**config.mk**
```make
export PLATFORM = sky130hd
export DESIGN_NAME = neoIoTop
export DESIGN_NICKNAME = d
export VERILOG_FILES = /design/src/neoIoPkg.sv /design/src/ioZoneDecode.sv /design/src/joyPort.sv /design/src/ioReadMux.sv /design/src/ledLatch.sv /design/src/neoIoTop.sv
export SDC_FILE = /design/constraint.sdc
export NUM_CORES = 1
export LEC_CHECK = 0
export BUFFER_PORTS_ARGS = -buffer_cell sky130_fd_sc_hd__clkbuf_2
export CORE_AREA = 2 2 150 94
export DETAILED_ROUTE_END_ITERATION = 6
export DIE_AREA = 0 0 152 96
export GPL_TIMING_DRIVEN = 0
export PLACE_DENSITY = 0.52
export SYNTH_ARGS = -nofsm -noshare
export SYNTH_HDL_FRONTEND = slang
export SYNTH_SLANG_ARGS = --single-unit
```
**constraint.sdc**
```tcl
create_clock -name MCLK -period 1.95 [get_ports MCLK]
set_input_delay 0.195 -clock MCLK [delete_from_list [all_inputs] [get_ports MCLK]]
set_output_delay 0.195 -clock MCLK [all_outputs]
set_load 0.02 [all_outputs]
```
**src/neoIoPkg.sv**
```systemverilog
package neoIoPkg;

	// Sizes of the cabinet I/O slice
	localparam int NUM_PORTS = 2;		// P1 and P2 joypads
	localparam int ADDR_W = 4;		// Word address seen by the slice
	localparam int DATA_W = 16;		// 68K data bus
	localparam int PAD_W = 10;		// Directions plus buttons, active low
	localparam int PADOUT_W = 3;		// Joypad output pins per port
	localparam int DIP_W = 8;
	localparam int STATUS_W = 4;		// Card detect, write protect, test button
	localparam int EL_W = 4;		// EL panel outputs
	localparam int LED_W = 9;		// Per LED output bank

	// Word address map of the I/O zone
	// Joypad port i answers at ADDR_PORT_BASE + i
	localparam logic [ADDR_W-1:0] ADDR_PORT_BASE = 4'd0;

	// DIP switch bank, read only
	localparam logic [ADDR_W-1:0] ADDR_DIP = 4'd8;

	// Card and test button status, read only
	localparam logic [ADDR_W-1:0] ADDR_STATUS = 4'd9;

	// Addresses 10 and 11 stay unmapped

	// Shadow registers of the cabinet lamp driver, write only
	localparam logic [ADDR_W-1:0] ADDR_EL = 4'd12;
	localparam logic [ADDR_W-1:0] ADDR_LED1 = 4'd13;
	localparam logic [ADDR_W-1:0] ADDR_LED2 = 4'd14;

	// Latch strobe, copies all shadows to the pins
	localparam logic [ADDR_W-1:0] ADDR_LED_LATCH = 4'd15;

	// Floating bus reads back as all ones
	localparam logic [DATA_W-1:0] OPEN_BUS = {DATA_W{1'b1}};

endpackage

```
**src/ioZoneDecode.sv**
```systemverilog
`timescale 1ns/1ps

module ioZoneDecode (
	input  logic [neoIoPkg::ADDR_W-1:0]    addr,
	input  logic                           wrStb,
	output logic [neoIoPkg::NUM_PORTS-1:0] portRdSel,
	output logic                           dipRdSel,
	output logic                           statusRdSel,
	output logic [neoIoPkg::NUM_PORTS-1:0] portWr,
	output logic                           elWr,
	output logic                           led1Wr,
	output logic                           led2Wr,
	output logic                           latchWr
);

	// Address hits, independent of any strobe
	logic [neoIoPkg::NUM_PORTS-1:0] portHit;
	logic                           dipHit;
	logic                           statusHit;
	logic                           elHit;
	logic                           led1Hit;
	logic                           led2Hit;
	logic                           latchHit;

	always_comb
	begin
		// One joypad port per consecutive word from the base
		for (int i = 0; i < neoIoPkg::NUM_PORTS; i++)
		begin
			portHit[i] = (addr == neoIoPkg::ADDR_W'(neoIoPkg::ADDR_PORT_BASE + i));
		end
	end

	// Fixed single-word targets
	assign dipHit = (addr == neoIoPkg::ADDR_DIP);
	assign statusHit = (addr == neoIoPkg::ADDR_STATUS);
	assign elHit = (addr == neoIoPkg::ADDR_EL);
	assign led1Hit = (addr == neoIoPkg::ADDR_LED1);
	assign led2Hit = (addr == neoIoPkg::ADDR_LED2);
	assign latchHit = (addr == neoIoPkg::ADDR_LED_LATCH);

	// Read side
	// Selects are level signals, ioReadMux qualifies them with rdStb
	assign portRdSel = portHit;
	assign dipRdSel = dipHit;		// DIP bank
	assign statusRdSel = statusHit;		// Card and test status

	// Write side
	// Pulses already carry wrStb so targets load on a plain enable
	assign portWr = portHit & {neoIoPkg::NUM_PORTS{wrStb}};
	assign elWr = elHit & wrStb;		// EL shadow
	assign led1Wr = led1Hit & wrStb;	// LED bank 1 shadow
	assign led2Wr = led2Hit & wrStb;	// LED bank 2 shadow
	assign latchWr = latchHit & wrStb;	// Shadows to pins

	// DIP and status words are read only, a write there hits nothing
	// Lamp words are write only, a read there falls through to open bus

endmodule

```
**src/joyPort.sv**
```systemverilog
`timescale 1ns/1ps

module joyPort (
	input  logic                          MCLK,
	input  logic                          arstN,
	input  logic                          wr,		// Write pulse for this port only
	input  logic [neoIoPkg::PADOUT_W-1:0] wrData,
	input  logic [neoIoPkg::PAD_W-1:0]    padIn,		// Raw pins, asynchronous to MCLK
	output logic [neoIoPkg::PAD_W-1:0]    btnState,
	output logic [neoIoPkg::PADOUT_W-1:0] padOut
);

	// First synchronizer stage, may go metastable
	logic [neoIoPkg::PAD_W-1:0] padMeta;

	// Second stage drives btnState directly
	logic [neoIoPkg::PAD_W-1:0] padSync;

	// Output latch contents
	logic [neoIoPkg::PADOUT_W-1:0] outReg;

	// Button synchronizer
	// Pins are active low so reset to all ones means nothing pressed
	always_ff @(posedge MCLK or negedge arstN)
	begin
		if (!arstN)
		begin
			padMeta <= {neoIoPkg::PAD_W{1'b1}};
			padSync <= {neoIoPkg::PAD_W{1'b1}};
		end
		else
		begin
			padMeta <= padIn;		// Stage 1
			padSync <= padMeta;		// Stage 2, safe to read
		end
	end

	// Two edges from pin to btnState
	assign btnState = padSync;

	// Joypad output latch
	// Only the low bits of the bus word reach the pins
	always_ff @(posedge MCLK or negedge arstN)
	begin
		if (!arstN)
		begin
			outReg <= '0;		// Outputs idle low
		end
		else if (wr)
		begin
			outReg <= wrData;	// Loads on the edge that samples the write
		end
	end

	// Pins follow the latch without extra delay
	assign padOut = outReg;

	// The port has no read-back of its own outputs
	// Reads of this address return btnState through ioReadMux

	// Upper wrData bits never reach this block
	// neoIoTop slices the bus before the port

	// One instance per joypad connector
	// neoIoTop builds the array in a generate loop

endmodule

```
**src/ioReadMux.sv**
```systemverilog
`timescale 1ns/1ps

module ioReadMux (
	input  logic                                             MCLK,
	input  logic                                             arstN,
	input  logic                                             rdStb,
	input  logic [neoIoPkg::NUM_PORTS-1:0]                   portRdSel,
	input  logic                                             dipRdSel,
	input  logic                                             statusRdSel,
	input  logic [neoIoPkg::NUM_PORTS-1:0][neoIoPkg::PAD_W-1:0] btnState,
	input  logic [neoIoPkg::DIP_W-1:0]                       dipSw,
	input  logic [neoIoPkg::STATUS_W-1:0]                    status,
	output logic [neoIoPkg::DATA_W-1:0]                      rdData
);

	logic [neoIoPkg::DIP_W-1:0]    dipReg;		// Quasi-static, one flop is enough
	logic [neoIoPkg::STATUS_W-1:0] statusReg;
	logic [neoIoPkg::DATA_W-1:0]   rdNext;		// Word to load on rdStb

	// Slow inputs sampled every cycle
	always_ff @(posedge MCLK)
	begin
		dipReg <= dipSw;
		statusReg <= status;
	end

	// Source select
	// Decoder selects are one-hot, so later assignments never collide
	always_comb
	begin
		rdNext = neoIoPkg::OPEN_BUS;		// Unmapped and upper bits float high
		for (int i = 0; i < neoIoPkg::NUM_PORTS; i++)
		begin
			if (portRdSel[i])
				rdNext[neoIoPkg::PAD_W-1:0] = btnState[i];
		end
		if (dipRdSel)
			rdNext[neoIoPkg::DIP_W-1:0] = dipReg;
		if (statusRdSel)
			rdNext[neoIoPkg::STATUS_W-1:0] = statusReg;
	end

	// Read data register, holds until the next strobe
	always_ff @(posedge MCLK or negedge arstN)
	begin
		if (!arstN)
		begin
			rdData <= neoIoPkg::OPEN_BUS;
		end
		else if (rdStb)
		begin
			rdData <= rdNext;
		end
	end

endmodule

```
**src/ledLatch.sv**
```systemverilog
`timescale 1ns/1ps

module ledLatch (
	input  logic                        MCLK,
	input  logic                        arstN,
	input  logic                        elWr,		// Shadow write pulses
	input  logic                        led1Wr,
	input  logic                        led2Wr,
	input  logic                        latchWr,	// Copy shadows to pins
	input  logic [neoIoPkg::DATA_W-1:0] wrData,
	output logic [neoIoPkg::EL_W-1:0]   elOut,
	output logic [neoIoPkg::LED_W-1:0]  ledOut1,
	output logic [neoIoPkg::LED_W-1:0]  ledOut2
);

	// Shadows written by the CPU, invisible until latched
	logic [neoIoPkg::EL_W-1:0]  elShadow;
	logic [neoIoPkg::LED_W-1:0] led1Shadow;
	logic [neoIoPkg::LED_W-1:0] led2Shadow;

	// Shadow stage
	// Each word has its own address, only one loads per write
	always_ff @(posedge MCLK or negedge arstN)
	begin
		if (!arstN)
		begin
			elShadow <= '0;
			led1Shadow <= '0;
			led2Shadow <= '0;
		end
		else
		begin
			if (elWr)
				elShadow <= wrData[neoIoPkg::EL_W-1:0];		// Low nibble only
			if (led1Wr)
				led1Shadow <= wrData[neoIoPkg::LED_W-1:0];
			if (led2Wr)
				led2Shadow <= wrData[neoIoPkg::LED_W-1:0];
		end
	end

	// Output stage
	// All three banks switch on the same edge, so the lamps never
	// show a mix of old and new patterns
	always_ff @(posedge MCLK or negedge arstN)
	begin
		if (!arstN)
		begin
			elOut <= '0;		// Lamps off
			ledOut1 <= '0;
			ledOut2 <= '0;
		end
		else if (latchWr)
		begin
			elOut <= elShadow;
			ledOut1 <= led1Shadow;
			ledOut2 <= led2Shadow;
		end
	end

	// A shadow write and the latch strobe sit on different addresses
	// The latch therefore always copies values from earlier writes

	// Data written along with the latch strobe is ignored
	// The strobe itself is the only information

	// Shadows are write only and do not appear on the read mux

endmodule

```
**src/neoIoTop.sv**
```systemverilog
`timescale 1ns/1ps

module neoIoTop (
	input  logic                                                 MCLK,
	input  logic                                                 arstN,
	input  logic [neoIoPkg::ADDR_W-1:0]                          addr,
	input  logic                                                 rdStb,
	input  logic                                                 wrStb,
	input  logic [neoIoPkg::DATA_W-1:0]                          wrData,
	output logic [neoIoPkg::DATA_W-1:0]                          rdData,
	input  logic [neoIoPkg::NUM_PORTS-1:0][neoIoPkg::PAD_W-1:0]  padIn,
	output logic [neoIoPkg::NUM_PORTS-1:0][neoIoPkg::PADOUT_W-1:0] padOut,
	input  logic [neoIoPkg::DIP_W-1:0]                           dipSw,
	input  logic                                                 cardDet1N,
	input  logic                                                 cardDet2N,
	input  logic                                                 wpN,
	input  logic                                                 testBtnN,
	output logic [neoIoPkg::EL_W-1:0]                            elOut,
	output logic [neoIoPkg::LED_W-1:0]                           ledOut1,
	output logic [neoIoPkg::LED_W-1:0]                           ledOut2
);

	logic [neoIoPkg::NUM_PORTS-1:0]                   portRdSel;
	logic                                             dipRdSel;
	logic                                             statusRdSel;
	logic [neoIoPkg::NUM_PORTS-1:0]                   portWr;
	logic                                             elWr;
	logic                                             led1Wr;
	logic                                             led2Wr;
	logic                                             latchWr;
	logic [neoIoPkg::NUM_PORTS-1:0][neoIoPkg::PAD_W-1:0] btnState;	// Synced buttons
	logic [neoIoPkg::STATUS_W-1:0]                    status;

	// Bit 3 down to bit 0 as the CPU sees them
	assign status = {cardDet1N, cardDet2N, wpN, testBtnN};

	ioZoneDecode decode (
		.addr       (addr),
		.wrStb      (wrStb),
		.portRdSel  (portRdSel),
		.dipRdSel   (dipRdSel),
		.statusRdSel(statusRdSel),
		.portWr     (portWr),
		.elWr       (elWr),
		.led1Wr     (led1Wr),
		.led2Wr     (led2Wr),
		.latchWr    (latchWr)
	);

	// One block per joypad connector
	genvar gPort;
	generate
		for (gPort = 0; gPort < neoIoPkg::NUM_PORTS; gPort++)
		begin : genPort
			joyPort port (
				.MCLK    (MCLK),
				.arstN   (arstN),
				.wr      (portWr[gPort]),
				.wrData  (wrData[neoIoPkg::PADOUT_W-1:0]),	// Low bits drive the pins
				.padIn   (padIn[gPort]),
				.btnState(btnState[gPort]),
				.padOut  (padOut[gPort])
			);
		end
	endgenerate

	ioReadMux readMux (
		.MCLK       (MCLK),
		.arstN      (arstN),
		.rdStb      (rdStb),
		.portRdSel  (portRdSel),
		.dipRdSel   (dipRdSel),
		.statusRdSel(statusRdSel),
		.btnState   (btnState),
		.dipSw      (dipSw),
		.status     (status),
		.rdData     (rdData)
	);

	ledLatch lamps (
		.MCLK   (MCLK),
		.arstN  (arstN),
		.elWr   (elWr),
		.led1Wr (led1Wr),
		.led2Wr (led2Wr),
		.latchWr(latchWr),
		.wrData (wrData),
		.elOut  (elOut),
		.ledOut1(ledOut1),
		.ledOut2(ledOut2)
	);

endmodule

```
### Word-level counts from Yosys, hierarchy flattened

Cells that the tools add are included.

| operators by class | value |
|---|---|
| eq/ne operators | 7 |
| multiplexer cells | 4 |
| bitwise operators | 5 |
| reduce and logical (&&, ||, !) cells | 1 |

Operators by type and width:

| kind | number |
|---|---|
| $eq A4 B4 Y1 const B | 6 |
| $mux W10 | 2 |
| $mux W8 | 1 |
| $and A1 B1 Y1 | 4 |
| $eq A4 B1 Y1 const B | 1 |
| $logic_not A4 Y1 | 1 |
| $mux W4 | 1 |
| $and A2 B2 Y2 | 1 |

| word-level totals | value |
|---|---|
| flip-flop bits (word level) | 112 |
| bits of input ports | 56 |
| output and inout bits | 44 |
| word-level logic and storage cells | 32 |

### Depth between registers and ports, before layout

Gate-level depths: netlist of run 1.

| depth | value |
|---|---|
| depth after elaboration | 5 |
| mapped depth | 6 |
| mapped depth without buffers | 3 |

### Modules after synthesis

From an unflattened synthesis of run 1, not the netlist that was laid out.

| unflattened totals | value |
|---|---|
| cell total of the unflattened synthesis | 241 |
| area total of the unflattened synthesis | 3851.2 um2 |

By module, submodules not included:

| module | times used | cells an instance | area an instance (um2) | seq. area each (um2) |
|---|---|---|---|---|
| ledLatch | 1 | 92 | 1629.1 | 1101.1 |
| joyPort | 2 | 26 | 634.4 | 600.6 |
| ioReadMux | 1 | 80 | 858.3 | 503.0 |
| ioZoneDecode | 1 | 17 | 95.1 | 0.0 |

### Worst setup path before layout of run 1

OpenSTA, ideal clock, no wires.

| timing path | value |
|---|---|
| path type | input to register |
| from | input addr[2] (netlist name) |
| to | register lamps.elOut[0] (netlist name) |
| library setup time | 0.125 ns |
| arrival | 1.216 ns |
| required time | 1.825 ns |
| setup slack | 0.609 ns |
| stages | 5 |
| path through | buf_2 > nand3_1 > nor2_1 > buf_2 > mux2_2 |

| on the way | value |
|---|---|
| longest elaborated chain between the ends | 2 |

RTL lines:

| item | RTL line | text |
|---|---|---|
| start: declaration | neoIoTop.sv:6 | `input logic [neoIoPkg::ADDR_W-1:0] addr,` |
| $eq A4 B4 Y1 | ioZoneDecode.sv:40 | `assign latchHit = (addr == neoIoPkg::ADDR_LED_LATCH);` |
| $and A1 B1 Y1 | ioZoneDecode.sv:54 | `assign latchWr = latchHit & wrStb;` |
| end signal: assignment | ledLatch.sv:55 | `elOut <= elShadow;` |
| end: declaration | ledLatch.sv:11 | `output logic [neoIoPkg::EL_W-1:0] elOut,` |

Every way passes these cells.
A chain may end at the register's enable or synchronous reset.

### Worst setup path in the final report of run 1

| timing path | value |
|---|---|
| from | register genPort[0].port.padSync, in the netlist genPort[0].port.btnState[3] |
| to | register readMux.rdData[3] (netlist name) |

| on the way | value |
|---|---|
| longest elaborated chain between the ends | 4 |

RTL lines:

| item | RTL line | text |
|---|---|---|
| start: declaration | joyPort.sv:17 | `logic [neoIoPkg::PAD_W-1:0] padSync;` |
| start signal: assignment | joyPort.sv:29 | `padSync <= {neoIoPkg::PAD_W{1'b1}};` |
| start signal: assignment | joyPort.sv:34 | `padSync <= padMeta;` |
| $mux W10 (2 in a row) | ioReadMux.sv:34 | `if (portRdSel[i])` |
| $mux W8 | ioReadMux.sv:37 | `if (dipRdSel)` |
| $mux W4 | ioReadMux.sv:39 | `if (statusRdSel)` |
| end signal: assignment | ioReadMux.sv:48 | `rdData <= neoIoPkg::OPEN_BUS;` |
| end signal: assignment | ioReadMux.sv:52 | `rdData <= rdNext;` |
| end: declaration | ioReadMux.sv:13 | `output logic [neoIoPkg::DATA_W-1:0] rdData` |

Every way passes these cells.

==> impl_metrics.toml, run 1 <==
[outcome]
status = "completed"

[critical_path]
required_ns = 2.24
cp-endpoint = "readMux.rdData[3]"
critPathArrivalTime_ns = 1.66
worstSetupStartpoint = "genPort[0].port.btnState[3]"
r2r_start = "genPort[0].port.btnState[3]"
r2r_slack_ns = 0.58
critPathLaunchType = "flop"
reg2reg_to = "readMux.rdData[3]"
worst-setup-path-type = "reg2reg"
r2r_cells = 3
end_kind = "flop"
path_max_fanout = 1

[clock_tree]
cts_resized = 0
clock_latency_ns = 0.35
cts_htree_levels = 3
cts_tree = "built"
cts_buffer_depth = 2
clk_pin_slew_ns = 0.08
numCtsBuffers = 9
cts-root-buf = "clkbuf_16"
clkSinkCount = 112

[timing]
hold_violations = 0
clock.fmax_mhz = 732
skew_ns = 0.00347
relSlewSlack = 0.446
period_share = 0.701
timing_max_transition_violations_final = 0
setup_tns_ns = 0
setup_viol = 0
rsz0062_at_grt = "false"
layout_min_cycle_time_ns = 1.37
worst_pin_slew_ns = 0.823

[finish]
final_cells = 556
area_growth_syn_to_layout_pct = 34.3
layout_common_cells = "clkbuf_2 (84), dfstp_2 (50), dfrtp_1 (50), mux2_2 (47), dlygate4sd3_1 (33)"
nets = 432
layout_commonest_cell = "clkbuf_2"
drive_above_1_share = 0.598
n_antenna_cell = 0
final_util = 0.394

[logic_synthesis]
synthArstFlopShare = 0.893
synth_edf_count = 0
yosysWarnings = 0
ys_seq_elements = 112
synth_area_per_cell_um2 = 16.1
yosys-top-cells-area = "dfstp_2 (34%), dfrtp_1 (32%), mux2_2 (14%)"
synth.largest_area_cell = "dfstp_2"
synth.top_cell.area_share = 0.338
ys_seq_area_frac = 0.721
synthFlopType = "dfstp_2"
synthesis.instances = 242
synth_cell_types = 32
syn-cell-area_mm2 = 0.00389

[drt]
dr.pass1.iters = 4
vias = 2383
highest_layer = "met4"
met1_length_um = 4280
avgViaCountPerCell = 4.29
wl_per_cell_um = 15.3
initialDrtViolationCount = 67
drcViolationCount = 0
met3_wirelength_um = 355
route.met2.wl_um = 3670
drtAntennaViolNets = 0
wl_um = 8490

[power]
clock_power_share = 0.335
seqPwrFrac = 0.503
p_comb_frac = 0.162
fin_total_pwr_uw = 5650
p_leak_uw = 0.00233
swShare = 0.282
ir_worst_vdd_mv = 0.385
switchingPower_uw = 1590
p_int_uw = 4060
power_density_mw_per_mm2 = 1080

[floorplanning]
rows = 33
die_y_um = 96
start_util = 0.293
die_area_mm2 = 0.0146
fp.dieW_um = 152
io_pins = 100
core-area_mm2 = 0.0133

[global_route]
grt_pass1_wl_um = 13800
grt-ovfl-total = 0
grt_pass1_vias = 2558
grt_max_degree = 56
antenna_found_initial = 0
grt_use_total = 0.124

[placed_design]
gp_congestion = 0.837
dp.cells = 507
port_buffers = 84
dp_hpwl_um = 5970

[flow_run]
max_cap_violations = 0

[min_path]
hold_path.class = "in2reg"
[state kept, by name (all words and copies together) (netlist names), 6 cells and up]
name / count
lamps.led1Shadow: 9
lamps.led2Shadow: 9
genPort.port.btnState: 20
readMux.rdData: 10
lamps.ledOut1: 9
lamps.ledOut2: 9
genPort.port.padMeta: 20
readMux.dipReg: 8
genPort.port.padOut: 6
[critical path, cell delays in order (launching register included)]
cell and delay, ns:
dfstp_2 0.52, or3b_2 0.43, nand4_1 0.17, o221a_2 0.20
[per-layer routing]
| layer | up-vias | GRT usage |
|---|---|---|
| met5 | - | 0 |
| met4 | 0 | 0.0483 |
| met3 | 17 | 0.0374 |
| met2 | 63 | 0.183 |
| met1 | 1197 | 0.173 |
| li1 | 1106 | - |
[power by group through the flow]
stage	clock (uW)	combinational, uW	sequential [uW]
2_1_floorplan	0	324	3070
4_1_cts	1970	935	2850
3_3_place_gp	0	859	2880
5_1_grt	2070	1000	2900
3_5_place_dp	0	883	2890
6_report	1900	916	2840
[kinds of logic (layout without fill, tap and decap cells)]
group           count (synthesis)  in the layout  share of synthesized area
flops                         112            112                      0.721
mux                            50             50                      0.148
simple gates                   40             40                     0.0653
compound gates                 23             23                     0.0412
buf+inv                        16            150                     0.0235
other cells                     1              6                   0.000964
[cell type report]
cell class / instances / area [um2]
fillers: 1282 / 8030
flip-flops and latches: 112 / 2810
multi-input cells: 119 / 1010
repair buffers: 118 / 781
clock buffers: 9 / 225
well taps: 175 / 219
clock inverters: 7 / 91.3
plain buffers: 16 / 91.3
[metrics by stage]
stage / cell area [um2] / setup WS (ns) / hold WS (ns)
5_1_grt: 5220 / 0.469 / 0.0818
3_3_place_gp: 4550 / -0.550 / 0.284
6_report: 5220 / 0.583 / 0.0896
2_1_floorplan: 3910 / 0.609 / -0.101
3_5_place_dp: 4580 / 0.192 / 0.284
4_1_cts: 5220 / 0.567 / 0.0759
[how the worst min path moves through the flow]
stage / startpoint / end / slack [ns] / depth (start not counted)
6_report: wrData[5] / lamps.led2Shadow[5] / 0.09 / 2
5_1_grt: wrData[4] / lamps.led2Shadow[4] / 0.08 / 2
4_1_cts: wrData[5] / lamps.led2Shadow[5] / 0.08 / 2
3_5_place_dp: arstN / lamps.led1Shadow[8] / 0.28 / 1
3_3_place_gp: padIn[7] / genPort[0].port.padMeta[7] / 0.28 / 1
2_1_floorplan: arstN / genPort[0].port.padOut[0] / -0.10 / 0
[Yosys cell counts (4+ instances only)]
| cell type | count |
|---|---|
| nor2_1 | 9 |
| buf_2 | 6 |
| mux2_2 | 47 |
| or3b_2 | 5 |
| a21oi_1 | 5 |
| o21ai_0 | 7 |
| dfstp_2 | 50 |
| nand2_1 | 6 |
| buf_4 | 6 |
| nand4_1 | 5 |
| o221a_2 | 4 |
| dfrtp_1 | 50 |
| nor2b_1 | 4 |
| dfxtp_1 | 12 |
[timing repair]
| action | CTS | global route |
|---|---|---|
| hold endpoints to repair | 56 | 0 |
| buffers inserted | 0 | 0 |
| hold buffers | 33 | 0 |
Note: power is estimated with default switching activity, not from simulation.
==> run 2: changes to the inputs <==
- ABC_AREA: unset -> 1
- CORE_AREA: 2 2 150 94 -> 2 2 152 95
- DIE_AREA: 0 0 152 96 -> 0 0 154 97
- PLACE_DENSITY: 0.52 -> 0.53
- clock period: 1.95 -> 1.1 ns (I/O delays scaled with it)
==> run 2 against run 1 <==
Net effect:
- the run now ends with negative hold slack, negative setup slack left
- area after synthesis rose by 2.3%
- worst hold slack got worse by 0.31 ns
- clock power rose by 69%
- global-route usage rose by 0.59 points
- first-iteration DRC count is 99% higher
- sequential power rose by 75%
- cell count grew 24%
- critical path depth fell by 2
- via count rose by 18%
- combinational power rose by 69%
- final area up 3.9%
- register-to-register slack worse by 0.45 ns
- critical path type is now reg2out
- highest routed layer unchanged
==> impl_metrics.toml, run 2 <==
[outcome]
status = "finished, violations left"
violations = "negative hold slack, negative setup slack"

[power]
switchingPower_uw = 2790
ir_worst_vdd_mv = 0.617
p_int_uw = 6960
swShare = 0.286
p_comb_frac = 0.159
power_density_mw_per_mm2 = 1800
clock_power_share = 0.329
seqPwrFrac = 0.512
fin_total_pwr_uw = 9740
p_leak_uw = 0.00266

[global_route]
grt_max_degree = 59
grt_pass1_vias = 2849
antenna_found_initial = 0
grt_pass1_wl_um = 15000
grt_use_total = 0.130
grt-ovfl-total = 0

[logic_synthesis]
synth-adder-area-share = 0
synthFlopType = "dfstp_2"
synth.largest_area_cell = "dfstp_2"
ys_seq_area_frac = 0.705
synth_top_family_by_area = "simple AND/OR/NAND/NOR gates"
ys_seq_elements = 112
synthTopCellsByCount = "nand2_1 (100), inv_1 (56), dfrtp_1 (50), dfstp_2 (50), o21ai_0 (47)"
synth-simple-area-share = 0.146
synth_compound_area_frac = 0.0742
yosysWarnings = 0
synth_edf_count = 0
yosys-top-cells-area = "dfstp_2 (33%), dfrtp_1 (31%), nand2_1 (9.4%)"
synth_most_common_cell = "nand2_1"
synth_area_per_cell_um2 = 10.7
synth_cell_types = 24
synthArstFlopShare = 0.893
synth-xor-area-share = 0
syn-cell-area_mm2 = 0.00398
synthesis.instances = 371
synth.mux.area_fraction = 0
synth.top_cell.area_share = 0.330

[finish]
layout_commonest_cell = "nand2_1"
drive_above_1_share = 0.342
area_growth_syn_to_layout_pct = 36.5
nets = 566
layout_common_cells = "nand2_1 (100), clkbuf_2 (76), inv_1 (56), dfstp_2 (50), dfrtp_1 (50)"
final_util = 0.404
fillerInstances = 1312

[timing]
worst_slack_ns = -0.0401
skew_ns = 0.00568
timing_max_transition_violations_final = 0
rsz0062_at_grt = "true"
period_share = 1.04
relSlewSlack = 0.600
worst_pin_slew_ns = 0.600
layout_min_cycle_time_ns = 1.14
setup_viol = 10
clock.fmax_mhz = 877
hold_violations = 15
hold_ws_ns = -0.222
setup_tns_ns = -0.188

[drt]
vias = 2810
wl_um = 9130
avgViaCountPerCell = 4.07
route.met2.wl_um = 3920
met1_length_um = 4720
drtAntennaViolNets = 0
wl_per_cell_um = 13.2
initialDrtViolationCount = 133
met3_wirelength_um = 387
dr.pass1.iters = 4
drcViolationCount = 0
highest_layer = "met4"

[floorplanning]
core-area_mm2 = 0.0134
die_y_um = 97
die_area_mm2 = 0.0149
start_util = 0.296
io_pins = 100
fp.dieW_um = 154
rows = 33

[clock_tree]
cts_hold_buf = 33
clock_latency_ns = 0.34
cts_buffer_depth = 2
cts_tree = "built"
cts_htree_levels = 3
numCtsBuffers = 9
cts-root-buf = "clkbuf_16"
clkSinkCount = 112
clk_pin_slew_ns = 0.08

[placed_design]
dpl_worst_slack_ns = -0.343
dp_hpwl_um = 6580
gp_congestion = 0.806
port_buffers = 86

[min_path]
hold_path.class = "in2async"

[critical_path]
critPathLaunchType = "flop"
critPathArrivalTime_ns = 1.03
path_buf_inv = 1
crit_family = "flip-flops"
worst-setup-path-type = "reg2out"
path_max_fanout = 2
cp_slowest_cell = "dfstp_2"
required_ns = 0.99
end_kind = "primary output"
critical-path-max-stage-delay_ns = 0.57
path_cells = "buf_8"

[flow_run]
max_cap_violations = 0
-- run 2: final timing paths --
kind	startpoint	endpoint	slack, ns	cells past startpoint
setup reg to reg	genPort[0].port.btnState[2]	readMux.rdData[2]	0.13	6
hold reg to reg	genPort[1].port.padMeta[6]	genPort[1].port.btnState[6]	0.36	0
min in group MCLK	wrData[4]	lamps.led1Shadow[4]	0.04	3
hold / removal	arstN	lamps.ledOut1[4]	-0.22	1
max in group asynchronous	arstN	genPort[1].port.padMeta[7]	0.56	2
setup / recovery	readMux.rdData[6]	rdData[6]	-0.04	1
-- run 2: what timing repair did --
item | 4_1_cts | 5_1_grt
endpoints found under the setup margin | 10 | 17
gates resized for setup | 20 | 11
buffers inserted | 1 | 2
endpoints found under the hold margin | 48 | 15
pin swaps | 0 | 1
-- run 2: through the flow --
| step | std cells | area [um2] | hold WS, ns |
|---|---|---|---|
| after floorplan | 376 | 4000 | -0.186 |
| after global placement | 637 | 4650 | 0.197 |
| after detailed placement | 638 | 4680 | 0.183 |
| after CTS | 688 | 5390 | -0.202 |
| after global routing | 690 | 5430 | -0.187 |
| final | 691 | 5430 | -0.222 |
-- run 2: cell families after synthesis --
family                 Yosys count
other                            1
AOI/OAI and AO/OA               58
buffers and inverters           71
DFF                            112
and+or+nand+nor                129
-- run 2: cell type report --
type | count | area [um2] | area share
Clock buffer | 9 | 225 | 0.0415
Clock inverter | 7 | 66.3 | 0.0122
Antenna cell | 1 | 2.50 | 0.000461
Sequential cell | 112 | 2810 | 0.517
Tap cell | 175 | 219 | 0.0403
Timing Repair Buffer | 123 | 913 | 0.168
Multi-Input combinational cell | 193 | 902 | 0.166
Inverter | 58 | 218 | 0.0401
Buffer | 13 | 76.3 | 0.0141
-- run 2: power groups by stage --
stage | logic, uW | registers, uW | clock network, uW
after global placement | 1370 | 5030 | 0
final | 1550 | 4980 | 3210
after global routing | 1740 | 5050 | 3500
after detailed placement | 1410 | 5050 | 0
after CTS | 1560 | 4980 | 3320
after floorplan | 487 | 5320 | 0
-- run 2: routing by layer --
metal	up-vias	global-route usage
met5	-	0
met3	8	0.0336
met4	0	0.0367
li1	1418	-
met2	57	0.188
met1	1327	0.193
